==> src/source/exec_op_pkg.sv <==
// operation word handed to each functional unit at issue
// the add unit reads the arith view, the logic unit the logic view
package exec_op_pkg;

	// conditional branch kinds, all resolved by a subtract
	typedef enum logic [1:0] {
		br_none = 2'd0,
		br_ne   = 2'd1,
		br_eq   = 2'd2,
		br_lt   = 2'd3
	} branch_type_e;

	// logic unit functions
	typedef enum logic [2:0] {
		fn_and = 3'd0,
		fn_or  = 3'd1,
		fn_xor = 3'd2,
		fn_sll = 3'd3,
		fn_srl = 3'd4
	} logic_fn_e;

	typedef struct packed {
		branch_type_e branch_type;
		logic sub; // plain subtract when no branch
	} arith_view_t;

	typedef struct packed {
		logic_fn_e logic_fn;
	} logic_view_t;

	// same three bits, decoded per unit
	typedef union packed {
		arith_view_t arith;
		logic_view_t logical;
	} exec_op_u;

endpackage

==> src/source/cpu_pkg.sv <==
// widths and word types shared by the integer execute cluster
// units, arbiter and top level reference these by scoped name
package cpu_pkg;

	// datapath
	localparam int xlen = 32; // operand and result width
	localparam int shamt_w = $clog2(xlen); // shift amount taken from rs2

	// reorder buffer
	localparam int rob_tag_w = 4; // one tag per rob entry

	// common data bus fields
	typedef logic [xlen-1:0] word_t;
	typedef logic [rob_tag_w-1:0] rob_tag_t;

endpackage
==> src/source/exec_cluster.sv <==
// integer execute cluster top: add unit, logic unit and cdb arbiter
// issue ports per unit in, one common data bus result per cycle out
`timescale 1ns/100ps

module exec_cluster (
	input  logic                  clk,
	input  logic                  rst,
	input  logic                  add_valid_in,
	input  exec_op_pkg::exec_op_u add_op,
	input  cpu_pkg::rob_tag_t     add_rob_tag,
	input  cpu_pkg::word_t        add_rs1,
	input  cpu_pkg::word_t        add_rs2,
	output logic                  add_ready,
	input  logic                  log_valid_in,
	input  exec_op_pkg::exec_op_u log_op,
	input  cpu_pkg::rob_tag_t     log_rob_tag,
	input  cpu_pkg::word_t        log_rs1,
	input  cpu_pkg::word_t        log_rs2,
	output logic                  log_ready,
	output logic                  cdb_valid,
	output cpu_pkg::rob_tag_t     cdb_tag,
	output cpu_pkg::word_t        cdb_result,
	output logic                  cdb_branch_taken
);

	logic add_done, add_yumi, add_branch_taken;
	cpu_pkg::word_t add_result;
	cpu_pkg::rob_tag_t add_tag;
	logic log_done, log_yumi;
	cpu_pkg::word_t log_result;
	cpu_pkg::rob_tag_t log_tag;

	add_unit u_add_unit (
		.clk          (clk),
		.rst          (rst),
		.valid_in     (add_valid_in),
		.op           (add_op),
		.rob_tag      (add_rob_tag),
		.rs1          (add_rs1),
		.rs2          (add_rs2),
		.yumi         (add_yumi),
		.ready        (add_ready),
		.done         (add_done),
		.result       (add_result),
		.tag          (add_tag),
		.branch_taken (add_branch_taken)
	);

	logic_unit u_logic_unit (
		.clk      (clk),
		.rst      (rst),
		.valid_in (log_valid_in),
		.op       (log_op),
		.rob_tag  (log_rob_tag),
		.rs1      (log_rs1),
		.rs2      (log_rs2),
		.yumi     (log_yumi),
		.ready    (log_ready),
		.done     (log_done),
		.result   (log_result),
		.tag      (log_tag)
	);

	cdb_arbiter u_cdb_arbiter (
		.clk              (clk),
		.rst              (rst),
		.add_done         (add_done),
		.add_result       (add_result),
		.add_tag          (add_tag),
		.add_branch_taken (add_branch_taken),
		.log_done         (log_done),
		.log_result       (log_result),
		.log_tag          (log_tag),
		.add_yumi         (add_yumi),
		.log_yumi         (log_yumi),
		.cdb_valid        (cdb_valid),
		.cdb_tag          (cdb_tag),
		.cdb_result       (cdb_result),
		.cdb_branch_taken (cdb_branch_taken)
	);

endmodule

==> src/source/cdb_arbiter.sv <==
// picks one finished result per cycle for the common data bus
// round-robin between the add and logic units, add first after reset
// the chosen unit gets a one-cycle yumi in the same cycle
`timescale 1ns/100ps

module cdb_arbiter (
	input  logic              clk,
	input  logic              rst,
	input  logic              add_done,
	input  cpu_pkg::word_t    add_result,
	input  cpu_pkg::rob_tag_t add_tag,
	input  logic              add_branch_taken,
	input  logic              log_done,
	input  cpu_pkg::word_t    log_result,
	input  cpu_pkg::rob_tag_t log_tag,
	output logic              add_yumi,
	output logic              log_yumi,
	output logic              cdb_valid,
	output cpu_pkg::rob_tag_t cdb_tag,
	output cpu_pkg::word_t    cdb_result,
	output logic              cdb_branch_taken
);

	logic last_was_log; // owner of the previous grant

	// on a tie the unit not granted last wins
	assign add_yumi = add_done & (~log_done | last_was_log);
	assign log_yumi = log_done & (~add_done | ~last_was_log);

	always_ff @(posedge clk) begin
		if (rst) begin
			last_was_log <= 1'b1; // so add wins the first tie
		end else if (add_yumi | log_yumi) begin
			last_was_log <= log_yumi;
		end
	end

	always_comb begin
		cdb_valid = add_yumi | log_yumi;
		if (add_yumi) begin
			cdb_tag = add_tag;
			cdb_result = add_result;
			cdb_branch_taken = add_branch_taken;
		end else if (log_yumi) begin
			cdb_tag = log_tag;
			cdb_result = log_result;
			cdb_branch_taken = 1'b0; // logic ops never branch
		end else begin
			cdb_tag = '0;
			cdb_result = '0;
			cdb_branch_taken = 1'b0;
		end
	end

endmodule

==> src/source/logic_unit.sv <==
// bitwise and shift functional unit
// same issue and hold behaviour as the add unit, no branch output
`timescale 1ns/100ps

module logic_unit (
	input  logic                    clk,
	input  logic                    rst,
	input  logic                    valid_in,
	input  exec_op_pkg::exec_op_u   op,
	input  cpu_pkg::rob_tag_t       rob_tag,
	input  cpu_pkg::word_t          rs1,
	input  cpu_pkg::word_t          rs2,
	input  logic                    yumi,
	output logic                    ready,
	output logic                    done,
	output cpu_pkg::word_t          result,
	output cpu_pkg::rob_tag_t       tag
);

	cpu_pkg::word_t calc;
	logic [cpu_pkg::shamt_w-1:0] shamt;

	assign shamt = rs2[cpu_pkg::shamt_w-1:0]; // low bits only

	always_comb begin
		case (op.logical.logic_fn)
			exec_op_pkg::fn_and: calc = rs1 & rs2;
			exec_op_pkg::fn_or:  calc = rs1 | rs2;
			exec_op_pkg::fn_xor: calc = rs1 ^ rs2;
			exec_op_pkg::fn_sll: calc = rs1 << shamt;
			exec_op_pkg::fn_srl: calc = rs1 >> shamt; // logical, zero fill
			default:             calc = '0;
		endcase
	end

	always_ff @(posedge clk) begin
		if (rst) begin
			done <= 1'b0;
		end else if (yumi) begin
			done <= 1'b0;
		end else if (valid_in) begin
			done <= 1'b1;
		end
	end

	always_ff @(posedge clk) begin
		if (valid_in && !done) begin
			result <= calc;
			tag <= rob_tag;
		end
	end

	assign ready = ~done;

endmodule

==> src/source/add_unit.sv <==
// add/subtract functional unit that also resolves bne, beq and blt
// accepts one op while ready, holds the result with done high until yumi
`timescale 1ns/100ps

module add_unit (
	input  logic                    clk,
	input  logic                    rst,
	input  logic                    valid_in,
	input  exec_op_pkg::exec_op_u   op,
	input  cpu_pkg::rob_tag_t       rob_tag,
	input  cpu_pkg::word_t          rs1,
	input  cpu_pkg::word_t          rs2,
	input  logic                    yumi,
	output logic                    ready,
	output logic                    done,
	output cpu_pkg::word_t          result,
	output cpu_pkg::rob_tag_t       tag,
	output logic                    branch_taken
);

	cpu_pkg::word_t sum;
	logic zero, negative, overflow;
	logic do_sub;
	logic taken;

	// any branch needs the difference
	assign do_sub = op.arith.sub | (op.arith.branch_type != exec_op_pkg::br_none);

	add_sub_core u_add_sub_core (
		.a        (rs1),
		.b        (rs2),
		.sub      (do_sub),
		.sum      (sum),
		.zero     (zero),
		.negative (negative),
		.overflow (overflow)
	);

	always_comb begin
		case (op.arith.branch_type)
			exec_op_pkg::br_ne: taken = ~zero;
			exec_op_pkg::br_eq: taken = zero;
			exec_op_pkg::br_lt: taken = negative ^ overflow; // signed less than
			default:            taken = 1'b0;
		endcase
	end

	always_ff @(posedge clk) begin
		if (rst) begin
			done <= 1'b0;
		end else if (yumi) begin
			done <= 1'b0;
		end else if (valid_in) begin
			done <= 1'b1;
		end
	end

	// payload, only loaded on accept
	always_ff @(posedge clk) begin
		if (valid_in && !done) begin
			result <= sum;
			tag <= rob_tag;
			branch_taken <= taken;
		end
	end

	assign ready = ~done; // busy until the bus takes the result

endmodule

==> src/source/add_sub_core.sv <==
// 32-bit ripple-carry adder/subtractor with zero, negative and overflow flags
// purely combinational, used by the add unit for add, sub and branch compare
`timescale 1ns/100ps

module add_sub_core (
	input  cpu_pkg::word_t a,
	input  cpu_pkg::word_t b,
	input  logic           sub,
	output cpu_pkg::word_t sum,
	output logic           zero,
	output logic           negative,
	output logic           overflow
);

	cpu_pkg::word_t b_eff;
	logic [cpu_pkg::xlen:0] carry;
	logic [cpu_pkg::xlen/4-1:0] nib_any;
	logic [1:0] half_any;

	assign b_eff = sub ? ~b : b; // invert and carry in one for subtract
	assign carry[0] = sub;

	genvar i;
	generate
		for (i = 0; i < cpu_pkg::xlen; i++) begin : g_bit
			logic p, g, c_mid;
			// first half adder on the operands
			assign p = a[i] ^ b_eff[i];
			assign g = a[i] & b_eff[i];
			// second half adder adds the carry in
			assign sum[i] = p ^ carry[i];
			assign c_mid = p & carry[i];
			assign carry[i+1] = g | c_mid;
		end
	endgenerate

	// or tree, nibbles first
	genvar j;
	generate
		for (j = 0; j < cpu_pkg::xlen/4; j++) begin : g_nib
			assign nib_any[j] = |sum[4*j +: 4];
		end
	endgenerate

	assign half_any[0] = |nib_any[cpu_pkg::xlen/8-1:0];
	assign half_any[1] = |nib_any[cpu_pkg::xlen/4-1:cpu_pkg::xlen/8];
	assign zero = ~(half_any[0] | half_any[1]);

	assign negative = sum[cpu_pkg::xlen-1];
	assign overflow = carry[cpu_pkg::xlen-1] ^ carry[cpu_pkg::xlen]; // carry in vs out of msb

endmodule

==> config.mk <==
export PLATFORM = sky130hd
export DESIGN_NAME = exec_cluster
export DESIGN_NICKNAME = d
export VERILOG_FILES = /design/src/source/exec_op_pkg.sv /design/src/source/cpu_pkg.sv /design/src/source/exec_cluster.sv /design/src/source/cdb_arbiter.sv /design/src/source/logic_unit.sv /design/src/source/add_unit.sv /design/src/source/add_sub_core.sv
export SDC_FILE = /design/constraint.sdc
export NUM_CORES = 1
export LEC_CHECK = 0
export ABC_AREA = 1
export BUFFER_PORTS_ARGS = -buffer_cell sky130_fd_sc_hd__buf_2
export CAP_MARGIN = 25
export CORE_ASPECT_RATIO = 0.6
export CORE_MARGIN = 2
export CORE_UTILIZATION = 30
export DETAILED_ROUTE_END_ITERATION = 12
export SYNTH_ARGS = -nofsm -noshare
export SYNTH_HDL_FRONTEND = slang
export SYNTH_SLANG_ARGS = --single-unit
==> constraint.sdc <==
create_clock -name clk -period 13.2 [get_ports clk]
set_input_delay 0 -clock clk [delete_from_list [all_inputs] [get_ports clk]]
set_output_delay 0 -clock clk [all_outputs]
set_load 0.01 [all_outputs]
==> results of run 1 <==
## through the flow
step | util | power [W] | cell area (µm²) | setup slack (ns) | std cells
global placement | 0.3495 | 0.0006817 | 10100 | -0.4578 | 1718
global route | 0.3672 | 0.001015 | 10610 | -0.2821 | 1748
finish | 0.3672 | 0.0009548 | 10610 | 0.1272 | 1748
detailed placement | 0.3502 | 0.0006883 | 10120 | -0.5584 | 1719
CTS | 0.3653 | 0.0009515 | 10550 | 0.01644 | 1746
floorplan | - | 0.0005465 | 8932 | 0.03851 | 1190
## layer usage
layer  GRT usage  routed length (µm)  share of wire
met3     0.09425                4970           0.14
met4     0.02318                 290         0.0082
met5           0                  13        0.00037
met2      0.2901               13090           0.37
met1      0.3502               17160           0.48
## registers in the layout, summed over array words and instances, names as in the netlist
| signal | flops |
|---|---|
| u_add_unit.branch_taken | 1 |
| u_add_unit.done | 1 |
| u_add_unit.result | 32 |
| u_add_unit.tag | 4 |
| u_cdb_arbiter.last_was_log | 1 |
| u_logic_unit.done | 1 |
| u_logic_unit.result | 32 |
| u_logic_unit.tag | 4 |
## final cells by class
cell class                 instances  area, µm²
clock buffer                       9      225.2
clock inverter                     7      87.58
fill                            3041      18280
inverter                         159      604.3
multi-input combinational        880       5708
sequential                        76       2252
tap                              400      500.5
timing repair buffer             217       1231
## worst register-to-register path, cell delays in order, from the launching register on
cell and delay [ns]:
dfxtp_1 0.40, inv_1 0.13, o21ai_4 0.17, buf_12 0.22, a211oi_1 0.07, dlygate4sd3_1 0.56
## timing repair
action / in CTS / in global routing
hold buffers: 11 / 0
resized for setup: 5 / 4
endpoints found under the hold margin: 11 / 0
pin swaps: 2 / 5
endpoints found under the setup margin: 1 / 1
## how the worst max path moves through the flow
| stage | start | slack (ns) | to |
|---|---|---|---|
| detailed placement | add_op[2] | -0.56 | u_add_unit.branch_taken$_DFFE_PP_ |
| global placement | add_op[2] | -0.46 | u_add_unit.branch_taken$_DFFE_PP_ |
| CTS | add_op[2] | 0.02 | u_add_unit.branch_taken$_DFFE_PP_ |
| finish | add_op[2] | 0.13 | u_add_unit.branch_taken$_DFFE_PP_ |
| floorplan | add_op[1] | 0.04 | u_add_unit.branch_taken$_DFFE_PP_ |
| global route | add_op[2] | -0.28 | u_add_unit.branch_taken$_DFFE_PP_ |
## power by group
group	switching, W	internal (W)	total (W)
combinational	0.000242	0.000141	0.000383
sequential	0.00000988	0.000305	0.000315
clock	0.000105	0.000151	0.000257
total	0.000357	0.000598	0.000955
## kinds of logic after synthesis
logic type	synth area share
AO/OA/AOI/OAI	0.1213
XOR/XNOR	0.03164
adder cells (fa/ha/maj)	0.1641
buffers and inverters	0.1153
flip-flops	0.2543
multiplexers	0.001130
AND/OR/NAND/NOR	0.3122
## cell usage in the layout, fill, tap and decap left out, drive strengths merged, types with 2 or more instances in the layout
cell type	synthesis	routed
nand3b	2	2
o211a	2	2
edfxtp	73	73
a221oi	15	15
nand2	231	231
dfxtp	3	3
and2	4	4
nand4	25	25
o21ai	38	38
ha	65	65
dlygate4sd3	0	11
a31oi	4	4
xnor2	30	30
nor2	38	38
or2	4	4
a22o	36	36
nand3	292	292
clkbuf	15	9
a21oi	22	22
inv	159	164
o21a	3	3
a211oi	4	4
fa	32	32
buf	60	206
nor4	2	2
xor2	2	2
o211ai	23	23
nor3	3	3
==> impl_metrics.csv, run 1 <==
group,metric,value,unit
routing,wl,35520,µm
power_and_ir_drop,peakVddDrop,0.00006216,V
floorplan,die_height,137.1,µm
logic_synthesis,yosysWarnings,0,
setup_path,crit_fanout,4,
global_route,track_usage,0.2264,
cells_and_area,drive_above_1_share,0.2166,
timing,drv_slew,0,
timing,period_share,0.9904,
logic_synthesis,synth.avg_cell_area,7.443,µm²
setup_path,reg2regPathDepth,5,
logic_synthesis,synth_area,8857,µm²
routing,first_pass_iters,6,
cells_and_area,antennaDiodeCount,0,
clock_network,cts.clk_slew.worst_paths,0.06,ns
timing,final.setup.tns,0,ns
setup_path,r2r-end,"u_add_unit.done$_SDFFE_PP0P_",
logic_synthesis,netlist_top_cells_count,"290 x nand3_1, 220 x nand2_1, 149 x inv_1",
cells_and_area,syn2layout_area_growth,19.78,%
logic_synthesis,ys_async_sr_fraction,0,
floorplan,io_pins,186,
timing,grt_setup_unrepaired,"yes",
floorplan,die_area,30960,µm²
hold_path,whs_endpoint,"u_add_unit.result[0]$_DFFE_PP_",
global_route,antenna_found_initial,1,
logic_synthesis,yosysSeqAreaShare,0.2543,
logic_synthesis,synth_ff_type,"edfxtp_1",
floorplan,die_x,225.8,µm
logic_synthesis,synth_top_area_frac,0.2475,
timing,skew,0.01272,ns
setup_path,worstSetupEndpointType,"flip-flop",
setup_path,path_depth,40,
routing,drc_errors,0,
routing,post_drt_wl_per_cell,20.32,µm
routing,first_iter_violations,1182,
timing,clock.fmax,76.49,MHz
clock_network,cts_buffer_depth,2,
logic_synthesis,yosysTopAreaCell,"edfxtp_1",
setup_path,rrSetupSlack,11.55,ns
setup_path,cpLargestDelayFamily,"adder cells",
timing,fin_crit,13.07,ns
clock_network,cts.htree.levels,3,
logic_synthesis,synth_cell_types,42,
power_and_ir_drop,p_leak,5.092,nW
place,gp_congestion,0.9921,
logic_synthesis,synth_edf_count,73,
global_route,grt_max_degree,73,
setup_path,worstPathRequired,13.29,ns
setup_path,crit_path_frequent_cell,"fa_2",
global_route,grt-ovfl-total,0,
setup_path,crit_buf_inv,1,
logic_synthesis,synth-seq-cells,76,
floorplan,fp.coreArea,28890,µm²
clock_network,clkSinkCount,76,
global_route,grt_pass1_wl,52430,µm
power_and_ir_drop,power_density,90.00,nW/µm²
logic_synthesis,synth_area_leaders,"edfxtp_1 25%, nand3_1 16%, nand2_1 9.3%",
clock_network,root_buffer,"clkbuf_16",
clock_network,cts_tree,"yes",
routing,ant_nets,0,
cells_and_area,finalNetCount,1586,
setup_path,path_class,"input port to flip-flop",
setup_path,reg2reg_from,"u_add_unit.done$_SDFFE_PP0P_",
setup_path,cp_data_arrival_time,13.16,ns
timing,whs,0.1185,ns
place,dp_hpwl,27790,µm
timing,tightest_slew,0.9685,ns
run_status,status,"complete, no violations",
hold_path,hp-start,"add_rs1[0]",
routing,viasPerCell,5.321,
hold_path,hold_path_class,"input port to flip-flop",
floorplan,start_util,0.3066,
timing,slew-limit-headroom,0.3484,
setup_path,worstSetupStartpointType,"input port",
flow_run,maxCapViolations,0,
logic_synthesis,syn_inst,1190,
timing,setup_viol,0,
setup_path,worst_path_max_delay_cell,"fa_1",
global_route,grt_pass1_vias,8619,
timing,finalHoldViolations,0,
hold_path,worstHoldPathCells,3,
logic_synthesis,syn_nets,1433,
clock_network,clock_latency,0.34,ns
clock_network,cts_setup_buffers,0,
floorplan,std_cell_rows,48,
clock_network,numCtsBuffers,9,
place,portBuffers,185,
logic_synthesis,yosysMostFrequentCell,"nand3_1",
routing,via_count,9301,
setup_path,max_stage_delay,0.55,ns
Note: power is estimated with default switching activity, not from simulation.
==> run 2: changes to the inputs <==
--- a/config.mk
+++ b/config.mk
@@ -8,7 +8,6 @@
 export ABC_AREA = 1
 export BUFFER_PORTS_ARGS = -buffer_cell sky130_fd_sc_hd__buf_2
 export CAP_MARGIN = 25
-export CORE_ASPECT_RATIO = 0.6
 export CORE_MARGIN = 2
 export CORE_UTILIZATION = 30
 export DETAILED_ROUTE_END_ITERATION = 12
==> constraint.sdc (replaced) <==
create_clock -name clk -period 12.8 [get_ports clk]
set_input_delay 0 -clock clk [delete_from_list [all_inputs] [get_ports clk]]
set_output_delay 0 -clock clk [all_outputs]
set_load 0.01 [all_outputs]
==> run 2 against run 1 <==
Effect of this change:
- combinational power decreased by 2%
- design area decreased by 0.31%
- highest routed layer is now met4
- clock-buffer cell count increased by 1
- first-iteration DRC count decreased by 2.1%
- via count decreased by 1.4%
- worst hold slack got worse by 0.11 ns
- final cell count decreased by 0.97%
- non-clock buffer count decreased by 2
==> impl_metrics.csv, run 2 (same netlist as run 1, synthesis figures left out) <==
group,metric,value,unit
routing,ant_nets,0,
global_route,grt-ovfl-total,0,
timing,period_share,0.9975,
setup_path,cpLargestDelayFamily,"adder cells",
hold_path,hp-start,"add_valid_in",
setup_path,cp_data_arrival_time,12.85,ns
routing,viasPerCell,5.300,
clock_network,clkSinkCount,76,
timing,final.setup.tns,0,ns
clock_network,root_buffer,"clkbuf_16",
run_status,status,"complete, no violations",
setup_path,max_stage_delay,0.56,ns
place,portBuffers,185,
timing,drv_slew,0,
clock_network,cts_buffer_depth,2,
clock_network,cts.htree.levels,3,
place,dp_hpwl,24740,µm
clock_network,clock_latency,0.33,ns
setup_path,rrSetupSlack,11.30,ns
routing,post_drt_wl_per_cell,18.60,µm
cells_and_area,syn2layout_area_growth,19.41,%
global_route,grt_max_degree,73,
timing,finalHoldViolations,0,
timing,setup_viol,0,
power_and_ir_drop,power,0.0009670,W
floorplan,die_x,175.8,µm
routing,drc_errors,0,
timing,slew-limit-headroom,0.3156,
global_route,track_usage,0.2081,
place,gp_congestion,0.9552,
setup_path,path_class,"input port to flip-flop",
cells_and_area,final_common_cell,"nand3_1",
hold_path,hold_path_class,"input port to flip-flop",
floorplan,fp.coreArea,28860,µm²
clock_network,cts_tree,"yes",
cells_and_area,instances_no_fill,1731,
setup_path,worstSetupStartpointType,"input port",
floorplan,start_util,0.3069,
global_route,grt_pass1_wl,49690,µm
routing,first_iter_violations,1157,
routing,first_pass_iters,6,
clock_network,numCtsBuffers,9,
setup_path,worstPathRequired,12.89,ns
routing,wl,32190,µm
floorplan,io_pins,186,
power_and_ir_drop,power_density,91.43,nW/µm²
setup_path,worst_path_max_delay_cell,"fa_1",
setup_path,crit_buf_inv,1,
cells_and_area,drive_above_1_share,0.2155,
cells_and_area,fillers,3098,
floorplan,die_area,30910,µm²
timing,skew,0.005710,ns
global_route,antenna_found_initial,1,
routing,via_count,9175,
cells_and_area,mostFrequentLayoutCells,"290 x nand3_1, 218 x nand2_1, 185 x buf_2",
cells_and_area,finalNetCount,1584,
timing,fin_crit,12.77,ns
hold_path,worstHoldPathCells,3,
hold_path,whs_endpoint,"u_add_unit.done$_SDFFE_PP0P_",
floorplan,die_height,175.8,µm
power_and_ir_drop,peakVddDrop,0.00007215,V
clock_network,cts.clk_slew.worst_paths,0.05,ns
timing,tightest_slew,1.021,ns
setup_path,reg2regPathDepth,4,
setup_path,worstSetupEndpointType,"flip-flop",
floorplan,std_cell_rows,62,
timing,clock.fmax,78.32,MHz
timing,grt_setup_unrepaired,"yes",
cells_and_area,reg.largest.list,"u_add_unit.result: 32 flops, u_logic_unit.result: 32 flops",
setup_path,reg2reg_from,"u_logic_unit.done$_SDFFE_PP0P_",
place,dp_cells,1701,
flow_run,maxCapViolations,0,
setup_path,crit_fanout,4,
global_route,grt_pass1_vias,8855,
setup_path,crit_path_frequent_cell,"fa_2",
power_and_ir_drop,p_leak,5.077,nW
setup_path,r2r-end,"u_logic_unit.done$_SDFFE_PP0P_",
[run 2: metrics by stage]
stage            util  setup slack (ns)  area, µm²  hold slack, ns
2_1_floorplan       -           0.02010       8945         0.07847
3_3_place_gp   0.3493           -0.2335      10080          0.1774
3_5_place_dp   0.3493           -0.4686      10080          0.1856
5_1_grt        0.3665           -0.3815      10580         0.02837
6_report       0.3665           0.03188      10580         0.01306
4_1_cts        0.3639          -0.06901      10500       0.0004244
[run 2: how the worst max path moves through the flow]
stage	startpoint	to	cells past startpoint
floorplan	add_op[1]	u_add_unit.branch_taken$_DFFE_PP_	40
global placement	add_op[2]	u_add_unit.branch_taken$_DFFE_PP_	40
detailed placement	add_op[2]	u_add_unit.branch_taken$_DFFE_PP_	40
CTS	add_op[2]	u_add_unit.branch_taken$_DFFE_PP_	40
global route	add_op[2]	u_add_unit.branch_taken$_DFFE_PP_	40
finish	add_op[2]	u_add_unit.branch_taken$_DFFE_PP_	40
[run 2: worst min-delay path: stages]
cell and delay [ns]:
buf_2 0.10, inv_1 0.10, a211oi_1 0.08
[run 2: cell type report]
| type | instances | area, µm² | area share |
|---|---|---|---|
| diodes | 1 | 2.502 | 0.0002366 |
| multi-input cells | 880 | 5705 | 0.5395 |
| clock inverters | 6 | 88.84 | 0.008399 |
| well taps | 384 | 480.5 | 0.04543 |
| clock buffers | 10 | 229.0 | 0.02165 |
| repair buffers | 215 | 1214 | 0.1148 |
| inverters | 159 | 604.3 | 0.05714 |
| flip-flops and latches | 76 | 2252 | 0.2129 |
[run 2: report_power, final]
group | internal (W) | total (W) | switching, W
clock | 0.000171 | 0.000267 | 0.0000960
combinational | 0.000141 | 0.000376 | 0.000234
sequential | 0.000315 | 0.000325 | 0.00000990
total | 0.000627 | 0.000967 | 0.000340
[run 2: repair_timing]
item,4_1_cts,5_1_grt
resized for setup,2,2
hold buffers,10,0
endpoints found under the hold margin,11,0
endpoints found under the setup margin,1,1
setup buffers,0,0
[run 2: per-layer routing]
| metal | vias to the layer above | share of wire | track usage |
|---|---|---|---|
| met1 | 4291 | 0.44 | 0.2883 |
| li1 | 4383 | - | - |
| met5 | - | 0 | 0 |
| met3 | 42 | 0.089 | 0.04329 |
| met2 | 459 | 0.45 | 0.3294 |
| met4 | 0 | 0.024 | 0.05475 |
